<file path="config.mk">
export PLATFORM = sky130hd
export DESIGN_NAME = reg_file
export DESIGN_NICKNAME = d
export VERILOG_FILES = /design/src/hdl/rv_pkg.sv /design/src/hdl/reg_file.sv
export SDC_FILE = /design/constraint.sdc
export NUM_CORES = 2
export LEC_CHECK = 0
export BUFFER_PORTS_ARGS = -buffer_cell sky130_fd_sc_hd__clkbuf_2
export CORE_MARGIN = 3
export CORE_UTILIZATION = 28
export DETAILED_ROUTE_END_ITERATION = 8
export PLACE_DENSITY = 0.4
export SYNTH_ARGS = -nofsm -noshare
export SYNTH_HDL_FRONTEND = slang
export SYNTH_SLANG_ARGS = --single-unit
</file>
<file path="constraint.sdc">
create_clock -name clk -period 39.4 [get_ports clk]
set_input_delay 0 -clock clk [delete_from_list [all_inputs] [get_ports clk]]
set_output_delay 0 -clock clk [all_outputs]
set_load 0.05 [all_outputs]
</file>
<file path="src/hdl/rv_pkg.sv">
// rv32i core shared definitions
package rv_pkg;

  localparam int xlen       = 32;  // register and address width
  localparam int reg_addr_w = 5;
  localparam int rom_words  = 256;

  typedef logic [xlen-1:0]       word_t;
  typedef logic [reg_addr_w-1:0] reg_addr_t;
  typedef logic [3:0]            strb_t;   // one bit per byte lane
  typedef logic [6:0]            opcode_t;
  typedef logic [2:0]            funct3_t;

  // major opcodes
  localparam opcode_t op_lui     = 7'b0110111;
  localparam opcode_t op_auipc   = 7'b0010111;
  localparam opcode_t op_jal     = 7'b1101111;
  localparam opcode_t op_jalr    = 7'b1100111;
  localparam opcode_t op_branch  = 7'b1100011;
  localparam opcode_t op_load    = 7'b0000011;
  localparam opcode_t op_store   = 7'b0100011;
  localparam opcode_t op_reg_imm = 7'b0010011;
  localparam opcode_t op_reg_reg = 7'b0110011;
  localparam opcode_t op_system  = 7'b1110011;

  // memory access width in funct3
  localparam funct3_t f3_byte   = 3'b000;
  localparam funct3_t f3_half   = 3'b001;
  localparam funct3_t f3_word   = 3'b010;
  localparam funct3_t f3_byte_u = 3'b100;
  localparam funct3_t f3_half_u = 3'b101;

  typedef enum logic [3:0] {
    alu_add,
    alu_sub,
    alu_sll,
    alu_slt,
    alu_sltu,
    alu_xor,
    alu_srl,
    alu_sra,
    alu_or,
    alu_and,
    alu_pass_b  // lui
  } alu_op_t;

  typedef enum logic [1:0] {
    st_fetch,
    st_exec,
    st_mem,
    st_halted
  } cpu_state_t;

endpackage

</file>
<file path="src/hdl/reg_file.sv">
// integer register file
`timescale 1ns/1ps

module reg_file (
  input  logic              clk,
  input  logic              rst,
  input  logic              we,
  input  rv_pkg::reg_addr_t rd,
  input  rv_pkg::word_t     rd_data,
  input  rv_pkg::reg_addr_t rs1,
  input  rv_pkg::reg_addr_t rs2,
  output rv_pkg::word_t     rs1_data,
  output rv_pkg::word_t     rs2_data
);
  import rv_pkg::*;

  word_t regs [32];

  always_ff @(posedge clk or posedge rst) begin
    if (rst) begin
      for (int i = 0; i < 32; i++) begin
        regs[i] <= '0;
      end
    end else if (we && rd != '0) begin
      regs[rd] <= rd_data;
    end
  end

  assign rs1_data = (rs1 == '0) ? '0 : regs[rs1];  // x0 hardwired
  assign rs2_data = (rs2 == '0) ? '0 : regs[rs2];

endmodule

</file>
==> flow_metrics.tcl <==
set metrics [dict create \
    timing.fmax_mhz 203 \
    dieArea_mm2 0.201 \
    fin_tns_setup_ns 0 \
    use_met3_pct 2.80 \
    timing.reg2reg.worst_path_depth 1 \
    synth-warning-count 0 \
    power.leakage_uw 0.0264 \
    synth.lib_cells_used.distinct 48 \
    global_route.usage.met2_pct 35.1 \
    tightest_slew_ns 1.19 \
    critical-path-top-cell-by-count "buf_4" \
    clock_tree_buffer_depth 3 \
    grt_first_pass_wirelength_um 303000 \
    irDropWorstVdd_uv 39.5 \
    arrival_ns 4.93 \
    final_routed_drc_violation_total 0 \
    post-route-min-period_ns 4.93 \
    hold_class "in -> async" \
    final_layout_size_suffix_gt1_share_pct 50.9 \
    mean_post_synth_cell_area_um2 14.8 \
    tritoncts.num_buffers 120 \
    worstPathRequired_ns 39.40 \
    detail_route.iter0.violations 2470 \
    yosys_register_bits 1024 \
    synth.net_count 3742 \
    number_of_antenna_violations_at_the_first_check_in_global_routing 16 \
    ioPinCount 114 \
    groute.usage.overall_pct 21.3 \
    regToRegSetupSlack_ns 38.60 \
    io_buffers 113 \
    sum_of_net_half_perimeters_after_detailed_placement_um 121000 \
    clock_tree.htree_level_count 3 \
    ys_seq_area_share_pct 46.8 \
    insertion_delay_ns 0.73 \
    worstPathMaxFanout 90 \
    synth_enable_flop_cells 0 \
    mappedNetlistArea_mm2 0.0547 \
    async_flop_share_pct 100 \
    worst_setup_hold_path_clk_slew_ns 0.06 \
    post_synth_main_area_contributors "dfrtp_1, mux2_2, mux4_2, mux2i_1, clkbuf_1" \
    synthDominantAreaCellType "dfrtp_1" \
    worstSetupEndpointType "output port" \
    post-route-period-util_pct 12.5 \
    drtPass1Iterations 5 \
    dieWidth_um 448 \
    run_status "complete, no violations" \
    timing.final.setup_violations 0 \
    route.detailed.wl_per_inst_um 34.4 \
    max_cap_violations 0 \
    die_y_um 448 \
    placed_cell_area_mm2 0.0575 \
    maxSlewViolCount 0 \
    critical-path-max-stage-delay_ns 0.73 \
    fin_skew_ns 0 \
    core_area_mm2 0.193 \
    finish.instance_area_mm2 0.0616 \
    synth_cells 3692 \
    power.density_cell_area_mw_per_mm2 52.1 \
    regMostFlops "regs" \
    global_route.overflow_total 0 \
    placementRows 161 \
    grt_busiest_layer "met2" \
    tritoncts_num_sinks 1024 \
    slew_headroom_pct 19.9 \
    cts-resized-gates 0 \
    first_global_vias 36200 \
    root_buffer "clkbuf_16" \
    nNetsFinal 3669 \
    largest_net_degree_at_the_start_of_global_routing 160 \
    final-hold-violation-count 0 \
    ys_dominant_reg_cell "dfrtp_1" \
    layout_commonest_cell "mux2_2" \
    postRouteAntennaNets 0 \
    crit_path_cell_trace "buf_8 -> buf_12 -> buf_4 -> buf_4 -> mux4_2 -> a22o_1 -> a211oi_1 -> nor3_1 -> clkbuf_2" \
    criticalPathCategory "in -> out" \
    initial_utilization_pct 28.3 \
    slowest_cell_on_the_critical_path "buf_4" \
    grt_setup_unrepaired "false" \
    gp_congestion 0.741 \
    timing.critical_path.buf_inv 5 \
    synth_largest_type_area_fraction_pct 46.8 \
    filler_cell_count 19000 \
    timing.critical_path.max_delay_family "buffers and inverters" \
    grt_util_met1_pct 29.3 \
    syn_to_final_growth_pct 12.6 \
    routed_via_density 5.54 \
    largest_register_ffs 1024 \
    top_regs "regs x1024" \
    tritoncts "built" \
    layout_common_cells "mux2_2, dfrtp_1, mux4_2, mux2i_1, clkbuf_16" \
    crit-reg2reg-capture "regs[546]" \
    worstReg2RegStart "regs[546]" \
    startpoint_kind_of_the_worst_setup_timing_path "input port" \
    vias 34600 \
    wl_um 215000 \
]
[cell usage after synthesis, types with 2 or more instances]
cell type / instances
a311oi_1: 8
o22ai_1: 40
nor4_1: 16
buf_12: 5
a22o_1: 42
buf_2: 85
a22oi_1: 77
nor3_1: 33
inv_1: 2
a2111oi_1: 3
clkbuf_1: 225
or2_2: 2
and2_1: 19
nand3_1: 12
nand2_1: 41
clkbuf_4: 2
a2111oi_0: 29
buf_1: 49
o221ai_1: 21
o211a_1: 2
dfrtp_1: 1024
buf_4: 20
mux4_2: 397
buf_6: 34
nor2_1: 21
a221oi_1: 3
nor2b_1: 42
nor3b_1: 4
a31oi_1: 4
and3_1: 2
a211oi_1: 37
mux2_2: 1037
or3b_2: 2
nand3b_1: 6
o32ai_1: 16
buf_8: 6
a21oi_1: 43
mux2i_1: 271
[cell type report]
class / count / area, um^2 / share of cell area (%)
Sequential cell: 1024 / 25600 / 41.6
Tap cell: 2526 / 3160 / 5.13
Inverter: 3 / 18.8 / 0.0305
Clock inverter: 42 / 403 / 0.654
Clock buffer: 172 / 3490 / 5.67
Timing Repair Buffer: 232 / 1650 / 2.68
Antenna cell: 6 / 15.0 / 0.0244
Multi-Input combinational cell: 2238 / 27200 / 44.2
[per-layer routing]
| metal | up-vias | wire [um] | share of wire, % |
|---|---|---|---|
| met4 | 4 | 5870 | 2.7 |
| met3 | 266 | 8270 | 3.9 |
| met2 | 771 | 103000 | 48 |
| met5 | - | 31 | 0.014 |
| met1 | 19400 | 97500 | 45 |
| li1 | 14200 | - | - |
[report_power, final]
part	switching, uW	internal (uW)	total [uW]
Sequential	155	1250	1410
Clock	472	656	1130
Combinational	308	365	673
[worst max path at each step]
stage	to	cells past startpoint	from
final	rs1_data[5]	9	rs1[0]
after detailed placement	rs1_data[5]	9	rs1[0]
after floorplan	regs[0]	1	rst
after global placement	rs1_data[5]	9	rs1[0]
after CTS	rs1_data[5]	9	rs1[0]
after global routing	rs1_data[5]	9	rs1[0]
[through the flow]
| stage | worst slack, ns | total power [uW] | instances | util, % | hold slack [ns] |
|---|---|---|---|---|---|
| after floorplan | 10.58 | 1890 | 3692 | - | 0.152 |
| after global placement | 34.34 | 2090 | 6004 | 29.7 | 0.311 |
| after detailed placement | 34.35 | 2100 | 6004 | 29.7 | 0.300 |
| after CTS | 34.36 | 3250 | 6237 | 31.8 | 0.000112 |
| after global routing | 34.20 | 3360 | 6239 | 31.9 | 0.0832 |
| final | 34.47 | 3210 | 6243 | 31.9 | 0.0316 |
[repair_timing]
action                    in CTS  in global routing
hold endpoints to repair     499                  0
setup buffers                  0                  0
hold buffers                  19                  0
[cell families (layout without fill, tap and decap cells)]
kind of cell | count (synthesis) | in the layout | share of synthesized area (%)
AOI/OAI and AO/OA | 326 | 326 | 4.46
buffers and inverters | 430 | 449 | 4.03
DFF | 1024 | 1024 | 46.8
muxes | 1705 | 1705 | 42.6
other | 0 | 6 | 0
and+or+nand+nor | 207 | 207 | 2.06
Power figures use the tool's default switching activity.
