$ cat src/hdl/rv_pkg.sv
// rv32i core shared definitions
package rv_pkg;

  localparam int xlen       = 32;  // register and address width
  localparam int reg_addr_w = 5;
  localparam int rom_words  = 256;

  typedef logic [xlen-1:0]       word_t;
  typedef logic [reg_addr_w-1:0] reg_addr_t;
  typedef logic [3:0]            strb_t;   // one bit per byte lane
  typedef logic [6:0]            opcode_t;
  typedef logic [2:0]            funct3_t;

  // major opcodes
  localparam opcode_t op_lui     = 7'b0110111;
  localparam opcode_t op_auipc   = 7'b0010111;
  localparam opcode_t op_jal     = 7'b1101111;
  localparam opcode_t op_jalr    = 7'b1100111;
  localparam opcode_t op_branch  = 7'b1100011;
  localparam opcode_t op_load    = 7'b0000011;
  localparam opcode_t op_store   = 7'b0100011;
  localparam opcode_t op_reg_imm = 7'b0010011;
  localparam opcode_t op_reg_reg = 7'b0110011;
  localparam opcode_t op_system  = 7'b1110011;

  // memory access width in funct3
  localparam funct3_t f3_byte   = 3'b000;
  localparam funct3_t f3_half   = 3'b001;
  localparam funct3_t f3_word   = 3'b010;
  localparam funct3_t f3_byte_u = 3'b100;
  localparam funct3_t f3_half_u = 3'b101;

  typedef enum logic [3:0] {
    alu_add,
    alu_sub,
    alu_sll,
    alu_slt,
    alu_sltu,
    alu_xor,
    alu_srl,
    alu_sra,
    alu_or,
    alu_and,
    alu_pass_b  // lui
  } alu_op_t;

  typedef enum logic [1:0] {
    st_fetch,
    st_exec,
    st_mem,
    st_halted
  } cpu_state_t;

endpackage

$ cat src/hdl/lsu.sv
// load/store unit, four-phase data port master
`timescale 1ns/1ps

module lsu (
  input  logic            clk,
  input  logic            rst,
  input  logic            start,
  input  logic            is_store,
  input  rv_pkg::funct3_t mem_size,
  input  rv_pkg::word_t   addr,
  input  rv_pkg::word_t   store_data,
  output rv_pkg::word_t   load_data,
  output logic            mem_done,
  output logic            mem_req,
  input  logic            mem_ack,
  output logic            mem_we,
  output rv_pkg::word_t   mem_addr,
  output rv_pkg::word_t   mem_wdata,
  output rv_pkg::strb_t   mem_strb,
  input  rv_pkg::word_t   mem_rdata
);
  import rv_pkg::*;

  typedef enum logic [1:0] {ls_idle, ls_req, ls_drop} lsu_state_t;

  lsu_state_t state;
  funct3_t    size_q;
  logic [1:0] offset_q;
  word_t      rdata_q, rdata_sh;
  strb_t      strb_n;

  always_comb begin
    case (mem_size)
      f3_byte: strb_n = 4'b0001 << addr[1:0];
      f3_half: strb_n = 4'b0011 << addr[1:0];
      default: strb_n = 4'b1111;
    endcase
  end

  always_ff @(posedge clk or posedge rst) begin
    if (rst) begin
      state    <= ls_idle;
      mem_req  <= 1'b0;
      mem_we   <= 1'b0;
      mem_strb <= '0;
      mem_done <= 1'b0;
    end else begin
      mem_done <= 1'b0;
      case (state)
        ls_idle: if (start) begin
          mem_req  <= 1'b1;
          mem_we   <= is_store;
          mem_strb <= is_store ? strb_n : 4'b0000;  // no lanes on reads
          state    <= ls_req;
        end
        ls_req: if (mem_ack) begin
          mem_req <= 1'b0;
          state   <= ls_drop;
        end
        default: if (!mem_ack) begin  // wait for the ack to fall
          mem_done <= 1'b1;
          state    <= ls_idle;
        end
      endcase
    end
  end

  always_ff @(posedge clk) begin
    if (state == ls_idle && start) begin
      mem_addr  <= {addr[31:2], 2'b00};
      mem_wdata <= store_data << {addr[1:0], 3'b000};
      size_q    <= mem_size;
      offset_q  <= addr[1:0];
    end
    if (state == ls_req && mem_ack) rdata_q <= mem_rdata;
  end

  assign rdata_sh = rdata_q >> {offset_q, 3'b000};

  always_comb begin
    case (size_q)
      f3_byte:   load_data = {{24{rdata_sh[7]}}, rdata_sh[7:0]};
      f3_half:   load_data = {{16{rdata_sh[15]}}, rdata_sh[15:0]};
      f3_byte_u: load_data = {24'b0, rdata_sh[7:0]};
      f3_half_u: load_data = {16'b0, rdata_sh[15:0]};
      default:   load_data = rdata_q;  // lw
    endcase
  end

endmodule

$ cat config.mk
export PLATFORM = sky130hd
export DESIGN_NAME = lsu
export DESIGN_NICKNAME = d
export VERILOG_FILES = /design/src/hdl/rv_pkg.sv /design/src/hdl/lsu.sv
export SDC_FILE = /design/constraint.sdc
export NUM_CORES = 1
export LEC_CHECK = 0
export ABC_AREA = 1
export CORE_ASPECT_RATIO = 0.5
export CORE_MARGIN = 2
export CORE_UTILIZATION = 51
export CTS_CLUSTER_DIAMETER = 120
export CTS_CLUSTER_SIZE = 24
export DETAILED_ROUTE_END_ITERATION = 10
export DONT_BUFFER_PORTS = 1
export GPL_TIMING_DRIVEN = 0
export PLACE_DENSITY = 0.66
export SLEW_MARGIN = 20
export SYNTH_ARGS = -nofsm -noshare
export SYNTH_HDL_FRONTEND = slang
export SYNTH_SLANG_ARGS = --single-unit
$ cat constraint.sdc
create_clock -name clk -period 7 [get_ports clk]
set_clock_uncertainty 0.1 [all_clocks]
set_input_delay 0.35 -clock clk [delete_from_list [all_inputs] [get_ports clk]]
set_output_delay 0.35 -clock clk [all_outputs]
set_load 0.02 [all_outputs]
==> reports/qor.txt <==
Slew Limit Fails -> 0
largest net degree at the start of global routing -> 36
Sw Pwr -> 718 uW
Setup Viol. Count Final -> 0
max-cap viol count -> 0
Worst Path Arrival -> 1.97 ns
H-tree Lvls -> 3
Area Overhead vs Synth -> 25.1%
leading area contributor after synthesis -> edfxtp_1
cell with the most instances after synthesis -> nand2_1
CTS tree -> built
Final Wtd Congestion -> 0.856
Worst-Skew Late Latency -> 0.34 ns
Fmax -> 0.413 GHz
Routed WL per cell -> 18.1 um
Yosys top cell area share -> 61.1%
Max clock buf depth -> 2
placed cells -> 570
DR vias -> 3,510
final-layout fill cell count -> 750
fin util -> 65.0%
PortBufs -> 0
sequential-to-total area share from yosys stat -> 65.8%
1st-pass router iterations -> 5
PD cells -> 324 nW/um^2
initial DRC count -> 260
Slew @ Worst Pin -> 0.650 ns
Layout Cells excl Fill -> 655
outcome -> complete, no violations
slowest stage delay, CP -> 0.52 ns
Die Span Y -> 73.0 um
Post-DP HPWL -> 8010 um
highest routed layer -> met4
Worst-path clk slew -> 0.07 ns
Worst VDD drop -> 156 uV
top cells by area, synth -> edfxtp_1, nand2_1, dfrtp_1, nor2_1, o21ai_0
switch share -> 36.4%
ys async rst share -> 8.33%
overall power -> 1.97 mW
Final period util -> 34.6%
WL met2 -> 5900 um
Worst Path Required -> 6.55 ns
Num CTS Buffers -> 9
first-pass GRT wire length -> 18,000 um
crit-path most repeated cell -> nand2_1
Seq cells post-synth -> 108
Nets -> 633
Avg Inst Size Synth -> 10.9 um^2
worst path cell trace -> buf_6 -> clkinv_4 -> nand2_1 -> nor2_1 -> nand2_1 -> nand4_1
Synth Instances -> 446
crit end category -> primary output
post-route minimum period -> 2.42 ns
clk sinks -> 108
Hold WS -> 0.102 ns
all-layer global routing usage -> 23.4%
Clk pwr share -> 25.8%
vias in the first global route -> 3,376
Startpoint Class -> register
Yosys cell types -> 32
met3 wire length -> 1180 um
TNS Setup -> 0 ns
number of post-CTS setup repair buffers -> 0
antenna-violating nets left -> 0
ant diodes -> 0
WS Path Type -> register to primary output
die area -> 10,400 um^2
cell row count -> 25
drt drc -> 0
total gr overflow -> 0
width of the die -> 142 um
RSZ-0062 raised after global routing -> no
Netlist Area Pre-Place -> 4860 um^2
commonest cells in the netlist -> nand2_1, edfxtp_1, nor2_1
combinational share of power -> 22.2%
I/O pin count -> 207
Leakage Power -> 2.40 nW
area taken by multi-input logic gates -> 1380 um^2
Avg Vias per Cell -> 5.36
Int Pwr -> 1.25 mW
wl on met1 -> 4540 um
yosys warns -> 0
core footprint -> 9350 um^2
DRT Wirelength -> 11,800 um
Register Area -> 3200 um^2
hold crit path type -> input port to register
initial antenna violation count -> 0
CTS root buf -> clkbuf_16
EDFF count, synth -> 99
worst-path fanout max -> 10
layout cells sized above 1 -> 11.4%
Synth Flop Type -> edfxtp_1
slowest CP cell -> nor2_1
relative slew slack -> 56.5%
sequential power share -> 52.0%
Hold Fails Final Rpt -> 0
initial core utilization -> 52.0%
power groups by stage:
stage               sequential (mW)  clock (mW)  combinational (mW)
global placement               1.05           0               0.380
global route                   1.04       0.550               0.484
CTS                            1.03       0.517               0.439
finish                         1.03       0.509               0.437
floorplan                      1.02           0               0.316
detailed placement             1.04           0               0.407
critical path: cells and delay by family, from the launching register on:
family,cells,cell delay [ns]
AND/OR/NAND/NOR,4,1.02
buffers and inverters,2,0.23
flip-flops,1,0.38
metal layers:
metal	GRT usage, %	vias to the layer above
met2	38.2	181
met1	28.7	1632
met4	9.67	0
li1	-	1677
met5	0	-
met3	8.73	20
cell usage in the layout (no fill, tap or decap), drive strengths merged:
cell         count
nand2          149
buf             18
edfxtp          99
dlygate4sd3     69
clkinvlp         1
nor2            46
nor3             1
inv             38
clkbuf          13
clkinv           5
nand3           13
a21oi            8
dfrtp            9
a22oi            8
o211ai          14
nand4            8
conb             2
o21ai           32
and3             1
repair_timing:
| action | CTS | global route |
|---|---|---|
| hold endpoints to repair | 77 | 0 |
| resized for setup | 0 | 0 |
| hold buffers | 69 | 0 |
sequential cells by signal, summed over array words and instances (netlist names):
name       cells
state          2
rdata_q       32
size_q         3
mem_strb       4
mem_we         1
mem_wdata     32
mem_done       1
mem_addr      30
offset_q       2
mem_req        1
kinds of logic after synthesis:
kind of cell	after synthesis	share of synthesized area, %
AOI/OAI and AO/OA	62	7.51
buffers and inverters	57	6.10
DFF	108	65.8
other	1	0.0771
and+or+nand+nor	218	20.5
through the flow:
stage | worst slack (ns) | area [um^2]
floorplan | 4.31 | 4870
global placement | 3.52 | 5020
detailed placement | 4.95 | 5070
CTS | 4.57 | 6080
global route | 4.44 | 6080
finish | 4.58 | 6080
worst paths after layout:
check                                      from                       to  slack, ns  cells past startpoint
max                         size_q[1]$_DFFE_PP_            load_data[15]       4.58                      6
min                                    is_store       mem_we$_DFFE_PP0P_       0.10                      2
max reg2reg                state[1]$_DFFE_PP0P_    mem_addr[7]$_DFFE_PP_       5.17                      4
min reg2reg                state[1]$_DFFE_PP0P_     state[1]$_DFFE_PP0P_       0.43                      2
max in group asynchronous                   rst       mem_done$_DFF_PP0_       6.24                      2
min in group asynchronous                   rst  mem_strb[0]$_DFFE_PP0P_       0.30                      2
cell type report:
type | instances | area share (%)
Sequential cell | 108 | 52.6
Multi-Input combinational cell | 282 | 22.7
Timing Repair Buffer | 71 | 12.1
Clock buffer | 9 | 3.70
Inverter | 37 | 2.53
Tap cell | 121 | 2.49
Buffer | 20 | 2.39
Clock inverter | 7 | 1.48
(Power assumes the default switching activity.)
