**config.mk**
```make
export PLATFORM = sky130hd
export DESIGN_NAME = core_ctrl
export DESIGN_NICKNAME = d
export VERILOG_FILES = /design/src/hdl/rv_pkg.sv /design/src/hdl/core_ctrl.sv
export SDC_FILE = /design/constraint.sdc
export NUM_CORES = 1
export LEC_CHECK = 0
export BUFFER_PORTS_ARGS = -buffer_cell sky130_fd_sc_hd__buf_2
export CORE_MARGIN = 4
export CORE_UTILIZATION = 46
export DETAILED_ROUTE_END_ITERATION = 12
export PLACE_DENSITY = 0.78
export SLEW_MARGIN = 20
export SYNTH_ARGS = -nofsm -noshare
export SYNTH_HDL_FRONTEND = slang
export SYNTH_SLANG_ARGS = --single-unit
```
**constraint.sdc**
```tcl
create_clock -name clk -period 2.35 [get_ports clk]
set_clock_uncertainty 0.05 [all_clocks]
set_input_delay 0.5875 -clock clk [delete_from_list [all_inputs] [get_ports clk]]
set_output_delay 0.5875 -clock clk [all_outputs]
set_load 0.02 [all_outputs]
```
**src/hdl/rv_pkg.sv**
```systemverilog
// rv32i core shared definitions
package rv_pkg;

  localparam int xlen       = 32;  // register and address width
  localparam int reg_addr_w = 5;
  localparam int rom_words  = 256;

  typedef logic [xlen-1:0]       word_t;
  typedef logic [reg_addr_w-1:0] reg_addr_t;
  typedef logic [3:0]            strb_t;   // one bit per byte lane
  typedef logic [6:0]            opcode_t;
  typedef logic [2:0]            funct3_t;

  // major opcodes
  localparam opcode_t op_lui     = 7'b0110111;
  localparam opcode_t op_auipc   = 7'b0010111;
  localparam opcode_t op_jal     = 7'b1101111;
  localparam opcode_t op_jalr    = 7'b1100111;
  localparam opcode_t op_branch  = 7'b1100011;
  localparam opcode_t op_load    = 7'b0000011;
  localparam opcode_t op_store   = 7'b0100011;
  localparam opcode_t op_reg_imm = 7'b0010011;
  localparam opcode_t op_reg_reg = 7'b0110011;
  localparam opcode_t op_system  = 7'b1110011;

  // memory access width in funct3
  localparam funct3_t f3_byte   = 3'b000;
  localparam funct3_t f3_half   = 3'b001;
  localparam funct3_t f3_word   = 3'b010;
  localparam funct3_t f3_byte_u = 3'b100;
  localparam funct3_t f3_half_u = 3'b101;

  typedef enum logic [3:0] {
    alu_add,
    alu_sub,
    alu_sll,
    alu_slt,
    alu_sltu,
    alu_xor,
    alu_srl,
    alu_sra,
    alu_or,
    alu_and,
    alu_pass_b  // lui
  } alu_op_t;

  typedef enum logic [1:0] {
    st_fetch,
    st_exec,
    st_mem,
    st_halted
  } cpu_state_t;

endpackage

```
**src/hdl/core_ctrl.sv**
```systemverilog
// core control FSM and pc
`timescale 1ns/1ps

module core_ctrl (
  input  logic          clk,
  input  logic          rst,
  input  logic          is_load,
  input  logic          is_store,
  input  logic          is_branch,
  input  logic          is_jump,
  input  logic          is_jalr,
  input  logic          is_ecall,
  input  logic          wb_en,
  input  logic          wb_link,
  input  logic          take,
  input  rv_pkg::word_t imm,
  input  rv_pkg::word_t alu_y,
  input  rv_pkg::word_t load_data,
  input  logic          mem_done,
  output rv_pkg::word_t pc,
  output logic          rf_we,
  output rv_pkg::word_t rd_data,
  output logic          mem_start,
  output logic          halt
);
  import rv_pkg::*;

  cpu_state_t state;
  word_t      pc_plus4, next_pc;
  logic       mem_op, retire;

  assign mem_op   = is_load || is_store;
  assign pc_plus4 = pc + 32'd4;

  always_comb begin
    if (is_jalr) begin
      next_pc = {alu_y[31:1], 1'b0};
    end else if (is_jump || (is_branch && take)) begin
      next_pc = pc + imm;
    end else begin
      next_pc = pc_plus4;
    end
  end

  // instruction completes this cycle
  assign retire = (state == st_exec && !mem_op && !is_ecall) || (state == st_mem && mem_done);

  assign mem_start = (state == st_exec) && mem_op;  // one cycle per access
  assign rf_we     = wb_en && retire;
  assign rd_data   = is_load ? load_data : (wb_link ? pc_plus4 : alu_y);

  always_ff @(posedge clk or posedge rst) begin
    if (rst) begin
      state <= st_fetch;
      pc    <= '0;
      halt  <= 1'b0;
    end else begin
      if (retire) pc <= next_pc;
      case (state)
        st_fetch: state <= st_exec;  // rom output valid next cycle
        st_exec: begin
          if (is_ecall) begin
            state <= st_halted;
            halt  <= 1'b1;
          end else if (mem_op) begin
            state <= st_mem;
          end else begin
            state <= st_fetch;
          end
        end
        st_mem: if (mem_done) state <= st_fetch;
        default: state <= st_halted;  // stays until reset
      endcase
    end
  end

endmodule

```
==> impl_summary.md <==
Global routing
The overall track demand over capacity in global routing is 35.2%. The number of global-route vias before repair is between 6000 and 7000. The initial antenna violation count is 1. The maximum number of pins on one net before global-route repair is 43. The remaining global-route overflow is 0.

The first global-routing pass estimated between 30000 and 40000 µm of wire.

Clock network
The CTS buffer count is 5. The TritonCTS clock tree is yes. The clock drives 35 sinks. The clock tree root buffer cell is clkbuf_8. The clock passes through at most 2 buffers. The H-tree level count is 2.

After clock tree synthesis, the clock-pin slew on the worst setup and hold paths is around 0.080 ns. The clock latency of the later-clocked register in the worst-skew pair is just over 0.3 ns. The hold buffer count at cts is 0.

Placed design
The post-detailed-placement half-perimeter wirelength is between 15000 and 20000 µm. The placement-stage worst setup slack is -0.708 ns. The instance area after placement is 7020 µm². The port buffer count is about 170. The congestion estimate from routability-driven global placement came to 0.945.

Yosys
In the synthesized netlist the async set-or-reset flop fraction comes to 100%. The share of synthesized area occupied by flip-flops and latches is a little under a fifth. The count of unique library cells instantiated by Yosys is 63. The synthesized area divided by synthesized cell count is approximately 7.1 µm². The cell area after synthesis is ~4700 µm². The synthesized netlist devotes 8.89% of its cell area to adder and majority cells. The count of flip-flops with a built-in enable after synthesis is 0.

The fraction of synthesized area in multiplexers is under 10%. Summing the areas of all xor and xnor instances in the mapped netlist gives roughly 10% of the synthesized area. The most used flip-flop cell after synthesis is dfrtp_1. The count of warnings emitted by yosys is 0. Counting every net in the synthesized netlist gives just over 800.

The compound-gate portion of the synthesized area is roughly a third. The main combinational cell family by area after synthesis is compound AO/OA/AOI/OAI gates. After Yosys synthesis, and, or, nand and nor cells account for a little over a fifth of the synthesized area. In the synthesized netlist, the number of instances is 664. The flip-flop and latch count after synthesis is 35.

Timing
The count of pins over their slew limit is 0. For the final routed database, the setup TNS stands at -19.39 ns. The worst-case setup margin in the final layout is -0.637 ns.

For this run, the top clock speed supported by timing is around 0.33 GHz. The post-route fraction of the period consumed by the critical path is 127%. The routed design could run at a clock period as short as about 3 ns. Setup repair after global routing could not meet its margin everywhere. The number of hold violations in the final report is 0. The worst pin sits at a relative slew slack of 40.5%. For the pin with the worst max-slew slack, the measured transition is around 0.9 ns. Setup violations remaining at the end of the flow were counted as 53. Hold timing on the final database bottoms out at a slack of ~0.35 ns.

Routing
The total routed wirelength is 24900 µm. The number of DRC violations after detailed routing is 0. The number of DRC violations after detailed-routing iteration 0 is between 800 and 900. After detailed routing, the average wire length per cell comes to approximately 22 µm.

The remaining number of nets flagged by the antenna check after routing is 0. The mean number of vias per cell is between 6 and 7. The first TritonRoute pass finished after 8 iterations. The routed layout has about 7200 vias.

Critical path
STA classifies the critical path startpoint as a register. For the worst setup path, the data required time is roughly 1.7 ns. The critical path launch point is pc[2]$_DFFE_PP0P_. The worst register-to-register path begins at pc[4]$_DFFE_PP0P_. The number of cells on the worst reg-to-reg path is 11. The element type at the critical path end is an output pin. The category of the critical setup timing path is reg2out. The largest fanout on the critical path is 4. The worst register-to-register path ends at pc[17]$_DFFE_PP0P_. At the worst endpoint, the arrival time is about 2.4 ns. For flop-to-flop paths, the worst setup slack is -0.46 ns.

Finish
Relative to the synthesized area, the layout overhead comes to 78.0%. With fillers left out, the area of the finished cells amounts to approximately 8400 µm². The fill cell instance count of the final layout is about 570. The net count of the finished layout is about 1100. The post-route netlist has between 50% and 60% of its cells at a drive strength greater than 1.

Die
The cell row count is 36. The core outline area is approximately 9900 µm². The width of the die is roughly 110 µm. The floorplan step defined a die boundary enclosing roughly 12000 µm². The vertical die dimension is 109 µm. In this run the count of I/O pins placed on the die edge is roughly 180. The initial cell density of the core is 47.7%.

Power
In this run the power density over the cells is roughly 1200 nW/µm². The total power is roughly 10 mW. The leakage power figure is 4.01 nW. The highest ir drop seen on vdd is between 0.9 and 1 mV.

Status
The flow ran to the end, but the final reports show violations. The checks that failed: setup timing.

Run
Across the run, the number of max-cap violations was 0.

Worst hold path
The worst hold path class is in2async.
critical path, stage by stage, from the launching register on:
cell and delay (ns):
dfrtp_2 0.44, ha_4 0.16, and3_4 0.20, and4_4 0.26
buf_6 0.13, buf_4 0.13, nand3_4 0.08, xnor2_2 0.19
mux2i_1 0.14, o21ai_2 0.17, buf_6 0.14
cells by family after synthesis:
| logic type | count (synthesis) |
|---|---|
| AO/OA/AOI/OAI | 250 |
| AND/OR/NAND/NOR | 224 |
| buffers and inverters | 57 |
| XOR/XNOR | 55 |
| flip-flops | 35 |
| adder cells (fa/ha/maj) | 33 |
| multiplexers | 10 |
worst max-delay path by stage:
stage	end	slack, ns
after floorplan	pc[26]$_DFFE_PP0P_	-0.37
after CTS	rd_data[30]	-0.54
after global routing	rd_data[18]	-0.69
after detailed placement	pc[28]$_DFFE_PP0P_	-0.71
final	rd_data[14]	-0.64
after global placement	pc[26]$_DFFE_PP0P_	-0.62
layer usage:
| layer | track usage [%] | vias to the layer above | routed length (µm) | share of wire (%) |
|---|---|---|---|---|
| li1 | - | 3097 | - | - |
| met4 | 17.4 | 0 | 1730 | 6.9 |
| met1 | 42.5 | 3401 | 8570 | 34 |
| met3 | 4.58 | 180 | 2720 | 11 |
| met2 | 61.4 | 568 | 11900 | 48 |
| met5 | 0 | - | 0 | 0 |
power by group:
part	switching, mW	internal [mW]	total (mW)
Sequential	0.359	0.894	1.25
Combinational	4.64	4.01	8.65
Clock	0.271	0.208	0.479
cells in the final DEF (no fill, tap or decap), types with 16 or more instances in the layout:
cell type  Yosys  layout
o21ai_0       81      28
nand3_1       24      18
nor2_1        43      35
nand2_1       97      92
buf_6          0      41
o21ai_2        0      25
xnor2_2        0      18
ha_1          32      20
a21o_1        22      20
buf_4          0     172
buf_2          1     146
xor2_1        28      16
dfrtp_1       35      23
o21ai_1        4      31
a21oi_1       67      51
layout make-up:
type	count	area (µm²)	area share, %
well taps	133	166	1.98
diodes	1	2.50	0.0297
clock buffers	6	72.6	0.862
inverters	14	52.6	0.624
clock inverters	2	12.5	0.149
flip-flops and latches	35	891	10.6
multi-input cells	572	4640	55.1
repair buffers	364	2580	30.7
metrics by stage:
stage	cells	util, %
detailed placement	1076	70.9
global placement	1076	70.9
floorplan	664	-
global route	1127	85.0
CTS	1107	79.2
finish	1127	85.0
state kept, by name, summed over array words and instances, names as in the netlist:
name	cells
halt	1
pc	32
state	2
synthesized netlist by cell type, drive strengths merged, types with 4 or more instances:
cell    number  area [µm²]
and4         9        78.8
a221oi       4        58.8
nand3       24         120
dfrtp       35         876
clkbuf      39         148
a222oi       4        40.0
xor2        28         245
a21o        22         165
mux2i        9        90.1
o21ai       87         458
a211o        5        43.8
xnor2       27         236
nand4       14        87.6
nor4         5        31.3
inv         14        52.6
nor3        11        55.1
a31oi        9        56.3
o21bai       7        52.6
buf          4        16.3
a21oi       70         362
ha          32         400
nor2        43         161
o211ai       8        65.1
a211oi       7        52.6
and3         8        50.1
nand2       97         364
what timing repair did:
action,4_1_cts,5_1_grt
pin swaps,73,93
endpoints found under the setup margin,49,56
setup buffers,23,25
resized for setup,142,93
Note: power is estimated with default switching activity, not from simulation.
