**src/hdl/rv_pkg.sv**
```systemverilog
// rv32i core shared definitions
package rv_pkg;

  localparam int xlen       = 32;  // register and address width
  localparam int reg_addr_w = 5;
  localparam int rom_words  = 256;

  typedef logic [xlen-1:0]       word_t;
  typedef logic [reg_addr_w-1:0] reg_addr_t;
  typedef logic [3:0]            strb_t;   // one bit per byte lane
  typedef logic [6:0]            opcode_t;
  typedef logic [2:0]            funct3_t;

  // major opcodes
  localparam opcode_t op_lui     = 7'b0110111;
  localparam opcode_t op_auipc   = 7'b0010111;
  localparam opcode_t op_jal     = 7'b1101111;
  localparam opcode_t op_jalr    = 7'b1100111;
  localparam opcode_t op_branch  = 7'b1100011;
  localparam opcode_t op_load    = 7'b0000011;
  localparam opcode_t op_store   = 7'b0100011;
  localparam opcode_t op_reg_imm = 7'b0010011;
  localparam opcode_t op_reg_reg = 7'b0110011;
  localparam opcode_t op_system  = 7'b1110011;

  // memory access width in funct3
  localparam funct3_t f3_byte   = 3'b000;
  localparam funct3_t f3_half   = 3'b001;
  localparam funct3_t f3_word   = 3'b010;
  localparam funct3_t f3_byte_u = 3'b100;
  localparam funct3_t f3_half_u = 3'b101;

  typedef enum logic [3:0] {
    alu_add,
    alu_sub,
    alu_sll,
    alu_slt,
    alu_sltu,
    alu_xor,
    alu_srl,
    alu_sra,
    alu_or,
    alu_and,
    alu_pass_b  // lui
  } alu_op_t;

  typedef enum logic [1:0] {
    st_fetch,
    st_exec,
    st_mem,
    st_halted
  } cpu_state_t;

endpackage

```
**src/hdl/alu.sv**
```systemverilog
// alu and branch compare
`timescale 1ns/1ps

module alu (
  input  rv_pkg::alu_op_t op,
  input  rv_pkg::word_t   a,
  input  rv_pkg::word_t   b,
  input  rv_pkg::funct3_t funct3,
  output rv_pkg::word_t   y,
  input  rv_pkg::word_t   cmp_a,
  input  rv_pkg::word_t   cmp_b,
  output logic            take
);
  import rv_pkg::*;

  logic [4:0] shamt;

  assign shamt = b[4:0];

  always_comb begin
    case (op)
      alu_add:    y = a + b;
      alu_sub:    y = a - b;
      alu_sll:    y = a << shamt;
      alu_slt:    y = ($signed(a) < $signed(b)) ? 32'd1 : 32'd0;
      alu_sltu:   y = (a < b) ? 32'd1 : 32'd0;
      alu_xor:    y = a ^ b;
      alu_srl:    y = a >> shamt;
      alu_sra:    y = $signed(a) >>> shamt;  // sign fill
      alu_or:     y = a | b;
      alu_and:    y = a & b;
      alu_pass_b: y = b;
      default:    y = '0;
    endcase
  end

  // branch condition on the raw register values
  always_comb begin
    case (funct3)
      3'b000:  take = (cmp_a == cmp_b);                    // beq
      3'b001:  take = (cmp_a != cmp_b);                    // bne
      3'b100:  take = ($signed(cmp_a) < $signed(cmp_b));   // blt
      3'b101:  take = ($signed(cmp_a) >= $signed(cmp_b));  // bge
      3'b110:  take = (cmp_a < cmp_b);                     // bltu
      3'b111:  take = (cmp_a >= cmp_b);                    // bgeu
      default: take = 1'b0;
    endcase
  end

endmodule

```
**config.mk**
```make
export PLATFORM = sky130hd
export DESIGN_NAME = alu
export DESIGN_NICKNAME = d
export VERILOG_FILES = /design/src/hdl/rv_pkg.sv /design/src/hdl/alu.sv
export SDC_FILE = /design/constraint.sdc
export NUM_CORES = 1
export LEC_CHECK = 0
export ABC_CLOCK_PERIOD_IN_PS = 12400
export BUFFER_PORTS_ARGS = -buffer_cell sky130_fd_sc_hd__clkbuf_2
export CORE_ASPECT_RATIO = 1.5
export CORE_MARGIN = 2
export CORE_UTILIZATION = 45
export DETAILED_ROUTE_END_ITERATION = 16
export PLACE_DENSITY = 0.66
export SLEW_MARGIN = 20
export SYNTH_ARGS = -nofsm -noshare
export SYNTH_HDL_FRONTEND = slang
export SYNTH_SLANG_ARGS = --single-unit
```
**constraint.sdc**
```tcl
create_clock -name vclk -period 12.4
set_input_delay 0.62 -clock vclk [all_inputs]
set_output_delay 0.62 -clock vclk [all_outputs]
set_load 0.005 [all_outputs]
```
==> results of run 1 <==
-- synthesized netlist by cell type (5+ instances only) --
cell type    n
o221ai_1    13
nor2_1     167
or3_1       10
o211ai_1    30
a22oi_1     14
and2_1      12
nor3_1      30
o2111ai_1   10
buf_2       14
nand3_1     26
a21boi_0     5
a31oi_1     12
and3_1      11
o21a_1       7
nor4b_1      5
mux2i_1     53
a21oi_1    150
inv_1      123
o22ai_1     20
buf_1       11
a221o_1     16
o31ai_1     13
mux2_2      20
o21ai_0    130
ha_1       129
a211oi_1    30
mux4_2      13
nand2_1    151
a2111oi_0    6
nand4_1     20
a21o_1      34
or4_1        5
a22o_1       6
o31a_1       7
clkbuf_1    82
a221oi_1    29
nand2b_1    14
o21bai_1    17
nor2b_1     11
nor4_1       9
-- worst min-delay path: cells and delay by family --
kind | cells | cell delay [ns]
buffers and inverters | 2 | 0.22
AOI/OAI and AO/OA | 1 | 0.07
and+or+nand+nor | 1 | 0.09
-- power breakdown --
group | internal (mW) | total, mW | switching, mW
clock | 0 | 0 | 0
sequential | 0 | 0 | 0
combinational | 0.177 | 0.506 | 0.329
-- cells by family after synthesis --
kind of cell               count (synthesis)  synth area share
muxes                                     87             0.109
buffers and inverters                    236            0.0937
AOI/OAI and AO/OA                        585             0.398
adders and majority gates                131             0.170
xor gates and xnor gates                   2           0.00180
and+or+nand+nor                          486             0.228
-- layout make-up --
class | instances | area [sq um]
multi-input combinational | 1291 | 8880
timing repair buffer | 188 | 993
tap | 272 | 340
fill | 2344 | 10800
inverter | 126 | 473
-- per-stage QoR --
step | cells | cell area (sq um)
3_3_place_gp | 1877 | 10700
5_1_grt | 1877 | 10700
3_5_place_dp | 1877 | 10700
4_1_cts | 1877 | 10700
2_1_floorplan | 1527 | 9750
6_report | 1877 | 10700
-- routing by layer --
| layer | up-vias | share of wire | track usage |
|---|---|---|---|
| met5 | - | 0.00026 | 0 |
| met4 | 2 | 0.10 | 0.347 |
| li1 | 5838 | - | - |
| met1 | 5923 | 0.36 | 0.478 |
| met2 | 846 | 0.47 | 0.723 |
| met3 | 209 | 0.071 | 0.0345 |
-- worst min-delay path by stage --
stage,from,end,cells past startpoint
after floorplan,b[13],y[13],2
after global placement,b[10],y[10],4
after detailed placement,b[10],y[10],4
after CTS,b[10],y[10],4
after global routing,b[10],y[10],4
final,b[10],y[10],4
==> reports/metrics.yaml, run 1 <==
run_status:
  outcome: "complete, no violations"
drt:
  first_pass_iters: 6
  wl_per_cell_microns: 27.0
  postRouteAntennaNets: 0
  drc_errors: 0
  routed_via_density: 6.83
  routed_wl_microns: 50700
  drt_iter0_drc: 1600
  vias: 12818
global_routing:
  grt.overflow.total: 0
  grt_start_max_net_pins: 75
  antenna_found_initial: 1
  grt_pass1_wl_microns: 75100
  grt_pass1_vias: 12089
  track_usage: 0.422
worst_setup_path:
  slowest_stage: "clkinv_1"
  startpoint_type: "input pin"
  path_cells: "clkbuf_2 > clkinv_1 > ha_1 > nor2_1 > a2111oi_4 > o221ai_2 > o311a_1 > a2111oi_2 > o41a_1 > nor3_2 > a211oi_1 > mux2_4 > o22ai_2 > clkbuf_2"
  crit_buf_inv: 3
  crit_path_start: "b[3]"
  path_class: "in -> out"
  end_kind: "output port"
  cp_max_fo: 37
  cp_top_family: "compound AO/OA/AOI/OAI gates"
  crit_end: "y[30]"
  cp.required_ns: 11.78
  critical_path_depth: 14
  crit_top_cell: "clkbuf_2"
  cp.arrival_ns: 5.71
  critPathMaxStageDelay_ns: 0.82
timing:
  fmax_mhz: 158
  hold_viol: 0
  tns_ns: 0
  setup_viol_count_final: 0
  rsz0062_at_grt: "no"
  slew_viol_final: 0
  relSlewSlack: 0.301
  holdWs_ns: 1.62
  finalCritPeriodShare: 0.510
  worst_pin_slew_ns: 1.05
  period_needed_ns: 6.33
  final.setup.worst_slack_ns: 6.07
floorplan:
  core_sq_um: 21500
  dieArea_sq_um: 22900
  start_util: 0.454
  die_w_microns: 124
  rows: 66
  ios: 168
  die_y_microns: 184
clocking:
  post_cts_buffers: 0
  postCtsHoldBufs: 0
  post_cts_resize_count: 0
logic_synthesis:
  yosys_warnings: 0
  synthTopCellsByArea: "ha_1 17%, a21oi_1 7.7%, o21ai_0 6.7%"
  synth_top_area_frac: 0.165
  synth_largest_area_cell: "ha_1"
  yosysSeqAreaShare: 0
  syn_inst: 1527
  syn_area_per_cell_sq_um: 6.39
  synthesis.nets: 1793
  ys_types: 77
  netlist_area_sq_um: 9750
worst_hold_path:
  min_path_type: "in -> out"
finish:
  antenna_cells: 0
  nClkBuffers: 0
  nFlopsAndLatches: 0
  layout-drive-gt1-share: 0.155
  fin_util: 0.498
  fin_nets: 1873
  final_cell_mix: "167 x clkbuf_2, 166 x nor2_1, 151 x nand2_1, 150 x a21oi_1, 130 x o21ai_0"
  area_growth_pct: 9.56
  register_area_sq_um: 0
  mostFrequentLayoutCell: "clkbuf_2"
placed_design:
  gp_congestion: 1.07
  port_buffers: 168
  place_ws_ns: 6.19
  hpwlAfterDp_microns: 40000
power_and_ir_drop:
  ir_drop_v: 0.0000265
  p_per_area_nw_per_um2: 47.3
  p_total_mw: 0.506
  power.leakage_nw: 4.97
job:
  maxCapViolCount: 0
(Power assumes the default switching activity.)
==> run 2: changes to the inputs <==
--- a/config.mk
+++ b/config.mk
@@ -5,13 +5,13 @@
 export SDC_FILE = /design/constraint.sdc
 export NUM_CORES = 1
 export LEC_CHECK = 0
-export ABC_CLOCK_PERIOD_IN_PS = 12400
+export ABC_CLOCK_PERIOD_IN_PS = 5580
 export BUFFER_PORTS_ARGS = -buffer_cell sky130_fd_sc_hd__clkbuf_2
 export CORE_ASPECT_RATIO = 1.5
 export CORE_MARGIN = 2
 export CORE_UTILIZATION = 45
 export DETAILED_ROUTE_END_ITERATION = 16
-export PLACE_DENSITY = 0.66
+export PLACE_DENSITY = 0.69
 export SLEW_MARGIN = 20
 export SYNTH_ARGS = -nofsm -noshare
 export SYNTH_HDL_FRONTEND = slang
==> constraint.sdc (replaced) <==
create_clock -name vclk -period 5.58
set_input_delay 0.279 -clock vclk [all_inputs]
set_output_delay 0.279 -clock vclk [all_outputs]
set_load 0.005 [all_outputs]
==> run 2 against run 1 <==
  * Final cell count is 0.80% higher
  * Global-route usage grew 1.2 points
  * Total power rose by 130%
  * Combinational power is 130% higher
  * Setup slack lost 5.1 ns
  * Hold slack got worse by 0.69 ns
  * Largest power group unchanged
==> reports/metrics.yaml, run 2 (synthesis gave the netlist of run 1 again) <==
run_status:
  outcome: "complete, no violations"
global_routing:
  grt_start_max_net_pins: 54
  antenna_found_initial: 0
  grt.overflow.total: 0
  track_usage: 0.435
  grt_pass1_vias: 12423
  grt_pass1_wl_microns: 76900
placed_design:
  hpwlAfterDp_microns: 41500
  port_buffers: 168
  dp_cells: 1892
  gp_congestion: 1.07
  placed_area_sq_um: 10800
  place_ws_ns: 1.08
timing:
  fmax_mhz: 217
  relSlewSlack: 0.228
  setup_viol_count_final: 0
  final.setup.worst_slack_ns: 0.967
  worst_pin_slew_ns: 1.15
  slew_viol_final: 0
  period_needed_ns: 4.61
  holdWs_ns: 0.931
  rsz0062_at_grt: "no"
  hold_viol: 0
  finalCritPeriodShare: 0.827
  tns_ns: 0
finish:
  fin_nets: 1888
  layout-drive-gt1-share: 0.163
  final_cell_mix: "167 x clkbuf_2, 166 x nor2_1, 151 x nand2_1, 150 x a21oi_1, 130 x o21ai_0"
  nFlopsAndLatches: 0
  stdcell_count: 1892
  antenna_cells: 0
  mostFrequentLayoutCell: "clkbuf_2"
  fin_util: 0.503
  area_growth_pct: 10.6
  nClkBuffers: 0
  final_area_sq_um: 10800
  register_area_sq_um: 0
floorplan:
  die_w_microns: 124
  die_y_microns: 184
  ios: 168
  rows: 66
  dieArea_sq_um: 22900
  core_sq_um: 21500
  start_util: 0.454
worst_setup_path:
  cp.arrival_ns: 4.33
  startpoint_type: "input pin"
  path_class: "in -> out"
  crit_path_start: "b[2]"
  end_kind: "output port"
  cp.required_ns: 5.30
  cp_max_fo: 22
worst_hold_path:
  whs_path_depth: 4
  hold_end: "y[10]"
  worstHoldStart: "b[10]"
  min_path_type: "in -> out"
power_and_ir_drop:
  power.leakage_nw: 5.04
  ir_drop_v: 0.0000668
  p_total_mw: 1.14
  p_per_area_nw_per_um2: 106
drt:
  wl_per_cell_microns: 27.7
  postRouteAntennaNets: 0
  drt_iter0_drc: 1690
  vias: 13157
  drc_errors: 0
  routed_wl_microns: 52400
  first_pass_iters: 6
  routed_via_density: 6.95
clocking:
  post_cts_buffers: 0
  postCtsHoldBufs: 0
  post_cts_resize_count: 0
job:
  maxCapViolCount: 0
## run 2: cell count changes in the layout (fill, tap and decap cells not counted)
cell | previous run | this run
nor4_4 | 1 | 0
buf_4 | 21 | 36
nor4_2 | 1 | 2
## run 2: power breakdown
| part | internal, mW | switching (mW) |
|---|---|---|
| logic | 0.399 | 0.739 |
| clock network | 0 | 0 |
| registers | 0 | 0 |
| total | 0.399 | 0.739 |
## run 2: layer usage
metal	vias to the layer above	GRT usage	wire length, microns
met1	6171	0.493	18500
li1	5866	-	-
met2	869	0.728	24000
met5	-	0	0
met4	0	0.380	5750
met3	251	0.0427	4120
## run 2: final cells by class
type	count	area, sq um
fill	2360	10700
multi-input combinational	1291	8870
timing repair buffer	203	1110
inverter	126	473
tap	272	340
## run 2: worst max-delay path by stage
stage,endpoint,slack (ns),cells after the start
after global routing,y[30],0.74,14
after CTS,y[30],1.07,14
final,y[30],0.97,14
after detailed placement,y[30],1.08,14
after floorplan,y[26],1.08,17
after global placement,y[30],1.17,14
## run 2: critical path, cell delays in order
cell	delay [ns]
clkbuf_2	0.36
inv_2	0.25
ha_1	0.51
o21bai_1	0.23
a2111oi_4	0.53
o221ai_2	0.16
o311a_1	0.34
a2111oi_2	0.34
o41a_1	0.25
nor3_2	0.07
a211oi_1	0.39
mux2_4	0.35
o22ai_2	0.11
clkbuf_2	0.15
