File: src/hdl/rv_pkg.sv
// rv32i core shared definitions
package rv_pkg;

  localparam int xlen       = 32;  // register and address width
  localparam int reg_addr_w = 5;
  localparam int rom_words  = 256;

  typedef logic [xlen-1:0]       word_t;
  typedef logic [reg_addr_w-1:0] reg_addr_t;
  typedef logic [3:0]            strb_t;   // one bit per byte lane
  typedef logic [6:0]            opcode_t;
  typedef logic [2:0]            funct3_t;

  // major opcodes
  localparam opcode_t op_lui     = 7'b0110111;
  localparam opcode_t op_auipc   = 7'b0010111;
  localparam opcode_t op_jal     = 7'b1101111;
  localparam opcode_t op_jalr    = 7'b1100111;
  localparam opcode_t op_branch  = 7'b1100011;
  localparam opcode_t op_load    = 7'b0000011;
  localparam opcode_t op_store   = 7'b0100011;
  localparam opcode_t op_reg_imm = 7'b0010011;
  localparam opcode_t op_reg_reg = 7'b0110011;
  localparam opcode_t op_system  = 7'b1110011;

  // memory access width in funct3
  localparam funct3_t f3_byte   = 3'b000;
  localparam funct3_t f3_half   = 3'b001;
  localparam funct3_t f3_word   = 3'b010;
  localparam funct3_t f3_byte_u = 3'b100;
  localparam funct3_t f3_half_u = 3'b101;

  typedef enum logic [3:0] {
    alu_add,
    alu_sub,
    alu_sll,
    alu_slt,
    alu_sltu,
    alu_xor,
    alu_srl,
    alu_sra,
    alu_or,
    alu_and,
    alu_pass_b  // lui
  } alu_op_t;

  typedef enum logic [1:0] {
    st_fetch,
    st_exec,
    st_mem,
    st_halted
  } cpu_state_t;

endpackage

File: src/hdl/decoder.sv
// instruction decoder
`timescale 1ns/1ps

module decoder (
  input  rv_pkg::word_t     inst,
  input  rv_pkg::word_t     pc,
  input  rv_pkg::word_t     rs1_data,
  input  rv_pkg::word_t     rs2_data,
  output rv_pkg::reg_addr_t rs1,
  output rv_pkg::reg_addr_t rs2,
  output rv_pkg::reg_addr_t rd,
  output rv_pkg::alu_op_t   alu_op,
  output rv_pkg::word_t     alu_a,
  output rv_pkg::word_t     alu_b,
  output rv_pkg::word_t     imm,
  output logic              wb_link,
  output logic              wb_en,
  output logic              is_load,
  output logic              is_store,
  output logic              is_branch,
  output logic              is_jump,
  output logic              is_jalr,
  output logic              is_ecall,
  output rv_pkg::funct3_t   mem_size
);
  import rv_pkg::*;

  opcode_t    opcode;
  logic [6:0] funct7;
  word_t      imm_i, imm_s, imm_b, imm_u, imm_j;

  assign opcode   = inst[6:0];
  assign funct7   = inst[31:25];
  assign rd       = inst[11:7];
  assign rs1      = inst[19:15];
  assign rs2      = inst[24:20];
  assign mem_size = inst[14:12];  // also picks the branch condition

  assign imm_i = {{20{inst[31]}}, inst[31:20]};
  assign imm_s = {{20{inst[31]}}, inst[31:25], inst[11:7]};
  assign imm_b = {{19{inst[31]}}, inst[31], inst[7], inst[30:25], inst[11:8], 1'b0};
  assign imm_u = {inst[31:12], 12'b0};
  assign imm_j = {{11{inst[31]}}, inst[31], inst[19:12], inst[20], inst[30:21], 1'b0};

  assign is_load   = (opcode == op_load);
  assign is_store  = (opcode == op_store);
  assign is_branch = (opcode == op_branch);
  assign is_jump   = (opcode == op_jal);
  assign is_jalr   = (opcode == op_jalr);
  assign is_ecall  = (opcode == op_system) && (inst[31:7] == 25'd0);
  assign wb_link   = is_jump || is_jalr;
  assign wb_en     = (opcode == op_lui) || (opcode == op_auipc) || wb_link || is_load ||
                     (opcode == op_reg_imm) || (opcode == op_reg_reg);

  always_comb begin
    case (opcode)
      op_lui, op_auipc: imm = imm_u;
      op_jal:           imm = imm_j;
      op_branch:        imm = imm_b;
      op_store:         imm = imm_s;
      default:          imm = imm_i;
    endcase
  end

  assign alu_a = (opcode == op_auipc) ? pc : rs1_data;
  assign alu_b = (opcode == op_reg_reg) ? rs2_data : imm;

  always_comb begin
    alu_op = alu_add;  // address and jalr target
    if (opcode == op_lui) begin
      alu_op = alu_pass_b;
    end else if (opcode == op_reg_imm || opcode == op_reg_reg) begin
      case (mem_size)
        3'b000:  alu_op = (opcode == op_reg_reg && funct7[5]) ? alu_sub : alu_add;
        3'b001:  alu_op = alu_sll;
        3'b010:  alu_op = alu_slt;
        3'b011:  alu_op = alu_sltu;
        3'b100:  alu_op = alu_xor;
        3'b101:  alu_op = funct7[5] ? alu_sra : alu_srl;  // srai has imm bit 10 set
        3'b110:  alu_op = alu_or;
        default: alu_op = alu_and;
      endcase
    end
  end

endmodule

File: config.mk
export PLATFORM = sky130hd
export DESIGN_NAME = decoder
export DESIGN_NICKNAME = d
export VERILOG_FILES = /design/src/hdl/rv_pkg.sv /design/src/hdl/decoder.sv
export SDC_FILE = /design/constraint.sdc
export NUM_CORES = 1
export LEC_CHECK = 0
export BUFFER_PORTS_ARGS = -buffer_cell sky130_fd_sc_hd__buf_2
export CORE_AREA = 2 2 99 101
export DETAILED_ROUTE_END_ITERATION = 10
export DIE_AREA = 0 0 101 103
export SETUP_SLACK_MARGIN = 0.15
export SLEW_MARGIN = 5
export SYNTH_ARGS = -nofsm -noshare
export SYNTH_HDL_FRONTEND = slang
export SYNTH_SLANG_ARGS = --single-unit
File: constraint.sdc
create_clock -name vclk -period 2.1
set_clock_uncertainty 0.05 [all_clocks]
set_input_delay 0 -clock vclk [all_inputs]
set_output_delay 0 -clock vclk [all_outputs]
set_load 0.01 [all_outputs]
==> results of run 1 <==
==> cell usage after synthesis (all sizes together) (2+ instances only) <==
cell type	count	area [sq um]
clkbuf	4	15.0
mux2	56	631
and2	8	52.6
o21ai	6	30.0
mux2i	2	20.0
and3	2	12.5
and4b	3	33.8
nand4	2	12.5
a221o	9	90.1
nand2	22	85.1
buf	32	245
a21o	11	82.6
a22oi	2	15.0
nor4	7	43.8
inv	2	7.51
nor3	3	26.3
a22o	4	35.0
nor2	6	30.0
==> worst max-delay path: cells and delay by family <==
| family | cells | cell delay (ns) |
|---|---|---|
| buf+inv | 3 | 0.52 |
| mux | 1 | 0.37 |
| simple gates | 3 | 0.64 |
==> where the power goes <==
group,internal (uW),switching [uW]
logic,255,250
registers,0,0
clock network,0,0
total,255,250
==> worst min path at each step <==
stage / cells after the start / to / start / slack [ns]
global placement: 2 / rd[4] / inst[11] / 0.18
global route: 2 / rs1[2] / inst[17] / 0.20
floorplan: 1 / is_jalr / inst[3] / -0.002
detailed placement: 2 / rd[4] / inst[11] / 0.18
CTS: 2 / rd[4] / inst[11] / 0.18
finish: 2 / rd[4] / inst[11] / 0.18
==> layout make-up <==
type / count / share of cell area, %
multi-input combinational: 158 / 47.6
tap: 114 / 5.08
inverter: 2 / 0.267
timing repair buffer: 259 / 47.1
==> logic make-up after synthesis <==
logic type / synth area share [%]
compound gates: 18.3
buf+inv: 16.7
mux: 40.6
simple gates: 24.4
==> stage by stage <==
stage	cells	hold WS, ns
floorplan	196	-0.00247
global placement	533	0.180
detailed placement	533	0.182
CTS	533	0.183
global route	533	0.201
finish	533	0.180
==> metal layers <==
layer  global-route usage [%]  up-vias
met5                        0        -
met4                        0        0
met3                    0.610        0
met2                     23.3      108
met1                     18.5     1105
li1                         -     1171
==> metrics.md, run 1 <==
| Metric | Value |
|---|---|
| F_max | `623 MHz` |
| Pleak | `0.00159 uW` |
| Status | `complete, no violations` |
| Input/output buffers | `254` |
| Hold Vio Cnt, Final | `0` |
| Die footprint | `10400 sq um` |
| Wire per inst | `15.3 microns` |
| Critical path cell sequence | `buf_2 -> nor3b_4 -> nand2_2 -> nor2_4 -> buf_12 -> mux2_2 -> buf_2` |
| DRC | `0` |
| Worst Tran Pin Value | `0.632 ns` |
| Post-Synthesis Cells | `196` |
| Peak VDD IR | `61.2 uV` |
| Via Count | `2384` |
| Sequential-to-total area share from yosys stat | `0%` |
| Post-route cell area | `2810 sq um` |
| Area of the multi-input gates | `1340 sq um` |
| 1st-iter DRT viols | `73` |
| Synthesized area per cell | `8.18 sq um` |
| Max_slew headroom | `57.5%` |
| GR Overflow Total | `0` |
| Metal2 WL | `4040 microns` |
| Antenna violations before repair | `0` |
| Commonest non-fill, non-tap cells in the layout | `buf_2, mux2_2, nand2_1` |
| Max-cap violations | `0` |
| Util after Layout | `29.7%` |
| Post-route clock period utilization | `76.5%` |
| GRT Overall Usage | `13.0%` |
| Largest net degree at the start of global routing | `33` |
| Detailed-route wire length | `8150 microns` |
| GPL Wtd Cong | `0.801` |
| Vias in the first global route | `2052` |
| Area growth syn-to-layout | `75.0%` |
| Yosys cell types | `41` |
| Synth warn | `0` |
| Placed inst area | `2810 sq um` |
| Worst path required time | `2.05 ns` |
| Die Y | `103 microns` |
| Fin nets | `549` |
| Setup WS post-layout | `0.494 ns` |
| Fin crit period | `1.61 ns` |
| Hold_buf cts | `0` |
| Row cnt | `36` |
| Worst path arrival time | `1.56 ns` |
| Crit. Startpoint | `inst[4]` |
| Commonest non-fill, non-tap cell in the layout | `buf_2` |
| Mapped Area | `1600 sq um` |
| Setup violators final | `0` |
| HPWL Detailed | `7050 microns` |
| RSZ-0062 raised after global routing | `no` |
| Layout cells sized above 1 | `77.3%` |
| Crit path largest cell delay | `0.37 ns` |
| Critical path's most frequent cell | `buf_2` |
| Crit path launch type | `input port` |
| Global-route wire length before repair | `10900 microns` |
| Antenna viol nets, final | `0` |
| Max-slew violation count | `0` |
| Initial Util | `17.0%` |
| # Post-CTS Setup Buffers | `0` |
| Setup TNS | `0 ns` |
| Pre-CTS setup slack | `0.499 ns` |
| Fillers | `1052` |
| Vias per inst | `4.47` |
| Crit Path Class | `in2out` |
| Final Power | `505 uW` |
| Reg area | `0 sq um` |
| # IOs | `254` |
| Clock buf count | `0` |
| WL met3 | `511 microns` |
| PwrDens | `180 nW/um^2` |
| FF+latch count | `0` |
| Crit path max-delay cell type | `mux2_2` |
| Metal-1 WL | `3590 microns` |
| Post_cts resized | `0` |
| Hold WC Path Type | `in2out` |
| Core ar. | `9460 sq um` |
| CP Capture Type | `output pin` |
| # diodes | `0` |
| Die width | `101 microns` |
| First-pass detailed-route iteration total | `5` |
| Synth Net Count | `324` |
| Crit Path Max Fanout | `32` |
| Top sig layer | `met3` |
| CP endpoint | `alu_a[3]` |
Power figures use the tool's default switching activity.
==> inputs of run 2 (changes only) <==
- ABC_AREA: default -> 1
- CORE_AREA: 2 2 99 101 -> 2 2 97 99
- DIE_AREA: 0 0 101 103 -> 0 0 99 101
- clock period: 2.1 -> 1.35 ns (I/O delays scaled with it)
==> metrics.md, run 2 <==
| Metric | Value |
|---|---|
| RSZ-0062 raised after global routing | `yes` |
| Post-Synthesis Cells | `340` |
| Antenna viol nets, final | `0` |
| Commonest non-fill, non-tap cell in the layout | `buf_2` |
| Reg power frac | `0%` |
| Hold_buf cts | `0` |
| Via Count | `3249` |
| Die width | `99 microns` |
| Pleak | `0.00224 uW` |
| Top cells by count, synth | `nand2_1, nor2_1, mux2_1, nand3_1, inv_1` |
| Hold WC Path Type | `in2out` |
| Vias in the first global route | `2985` |
| Synthesized area per cell | `5.25 sq um` |
| Yosys cell types | `26` |
| Psw | `476 uW` |
| Detailed-route wire length | `10200 microns` |
| Crit path max-delay cell type | `mux2_1` |
| Clock power frac | `0%` |
| Cell with the most instances after synthesis | `nand2_1` |
| Status | `complete, no violations` |
| Placed inst area | `3160 sq um` |
| 1st-iter DRT viols | `98` |
| Wire per inst | `14.4 microns` |
| Clock buf count | `0` |
| Initial Util | `19.9%` |
| Comb pwr share | `100.0%` |
| Commonest non-fill, non-tap cells in the layout | `buf_2, nand2_1, nor2_1, mux2_1, nand3_1` |
| Mapped Area | `1780 sq um` |
| Setup TNS | `0 ns` |
| Reg area | `0 sq um` |
| Fin crit period | `1.31 ns` |
| Antenna violations before repair | `0` |
| GPL Wtd Cong | `0.793` |
| HPWL Detailed | `8140 microns` |
| Area growth syn-to-layout | `104%` |
| Synth Net Count | `468` |
| # diodes | `0` |
| Max-slew violation count | `0` |
| Synth warn | `0` |
| Largest net degree at the start of global routing | `33` |
| F_max | `766 MHz` |
| Input/output buffers | `254` |
| Vias per inst | `4.57` |
| Hold Worst Slack | `0.172 ns` |
| Top cell type's share of synthesized area | `29.2%` |
| Worst path required time | `1.30 ns` |
| FF+latch count | `0` |
| DRC | `0` |
| Hold Vio Cnt, Final | `0` |
| GRT Overall Usage | `17.4%` |
| Worst path arrival time | `1.26 ns` |
| Fin nets | `730` |
| Crit path largest cell delay | `0.32 ns` |
| Post-route clock period utilization | `96.7%` |
| First-pass detailed-route iteration total | `6` |
| Peak VDD IR | `116 uV` |
| Core ar. | `8980 sq um` |
| Die Y | `101 microns` |
| Top post-synthesis cells by area | `nand2_1, mux2_1, buf_4, nand3_1, nor2_1` |
| Row cnt | `35` |
| Crit Path Max Fanout | `16` |
| Layout cells sized above 1 | `57.2%` |
| PwrDens | `251 nW/um^2` |
| CP Capture Type | `output pin` |
| Max-cap violations | `0` |
| CP delay by family, top | `buffers and inverters` |
| Setup violators final | `0` |
| Max_slew headroom | `79.2%` |
| GR Overflow Total | `0` |
| Buffers plus inverters on the worst setup path | `5` |
| Die footprint | `10000 sq um` |
| Sequential-to-total area share from yosys stat | `0%` |
| Critical path's most frequent cell | `buf_6` |
| Cell taking the most area after synthesis | `nand2_1` |
| Post-route cell area | `3640 sq um` |
| Crit Path Class | `in2out` |
| Global-route wire length before repair | `14300 microns` |
| Switching Share | `52.2%` |
| Crit path launch type | `input port` |
| Cell Int Power | `436 uW` |
| Critical path cell sequence | `buf_6 -> inv_4 -> nand2_2 -> nor2_2 -> buf_6 -> nand3_4 -> clkbuf_16 -> mux2_1 -> buf_2` |
| Worst Tran Pin Value | `0.311 ns` |
| # IOs | `254` |
run 2: cell types whose count changed in the layout (fill, tap and decap cells not counted), moves of 11 or more:
cell     before  now
inv_1         2   22
nand2_1      21  124
nor2_1        5   29
mux2_2       55    2
nand3_1       1   24
a21o_1       11    0
buf_6         0   20
buf_4         4   19
mux2_1        1   29
nand2_2       1   13
run 2: logic make-up (layout without fill, tap and decap cells):
kind of cell	after synthesis	after routing	synth area share, %
AOI/OAI and AO/OA	18	18	5.12
buffers and inverters	63	322	19.7
muxes	32	32	20.2
and+or+nand+nor	227	228	55.0
run 2: timing repair:
action	in CTS	in global routing
setup buffers	7	6
gates resized for setup	32	48
pin swaps	5	17
setup endpoints to repair	83	84
gates cloned	2	5
run 2: layout make-up:
cell class / instances / area, sq um
Fill cell: 993 / 5340
Timing Repair Buffer: 295 / 1800
Multi-Input combinational cell: 278 / 1590
Tap cell: 111 / 139
Inverter: 27 / 109
run 2: metrics by stage:
stage | total power [uW] | utilization, % | std cells | worst slack [ns]
3_3_place_gp | 811 | 35.2 | 691 | -0.00117
6_report | 911 | 40.5 | 711 | 0.0444
2_1_floorplan | 380 | - | 340 | 0.190
5_1_grt | 999 | 40.5 | 711 | 0.00344
3_5_place_dp | 819 | 35.2 | 691 | -0.0224
4_1_cts | 865 | 37.4 | 700 | 0.0656
run 2: worst paths after layout:
path / startpoint / end / slack [ns] / depth (start not counted)
max: inst[3] / alu_a[6] / 0.04 / 9
min: inst[24] / rs2[4] / 0.17 / 2
run 2: routing by layer:
| layer | part of all wire [%] | vias up | global-route usage [%] |
|---|---|---|---|
| li1 | - | 1600 | - |
| met1 | 37 | 1466 | 19.1 |
| met2 | 54 | 173 | 35.4 |
| met3 | 7.4 | 10 | 2.08 |
| met4 | 1.5 | 0 | 3.27 |
| met5 | 0 | - | 0 |
run 2: power groups by stage:
stage                     logic (uW)  clock network, uW  registers, uW
after floorplan                  380                  0              0
after global placement           811                  0              0
after detailed placement         819                  0              0
after CTS                        865                  0              0
after global routing             999                  0              0
final                            911                  0              0
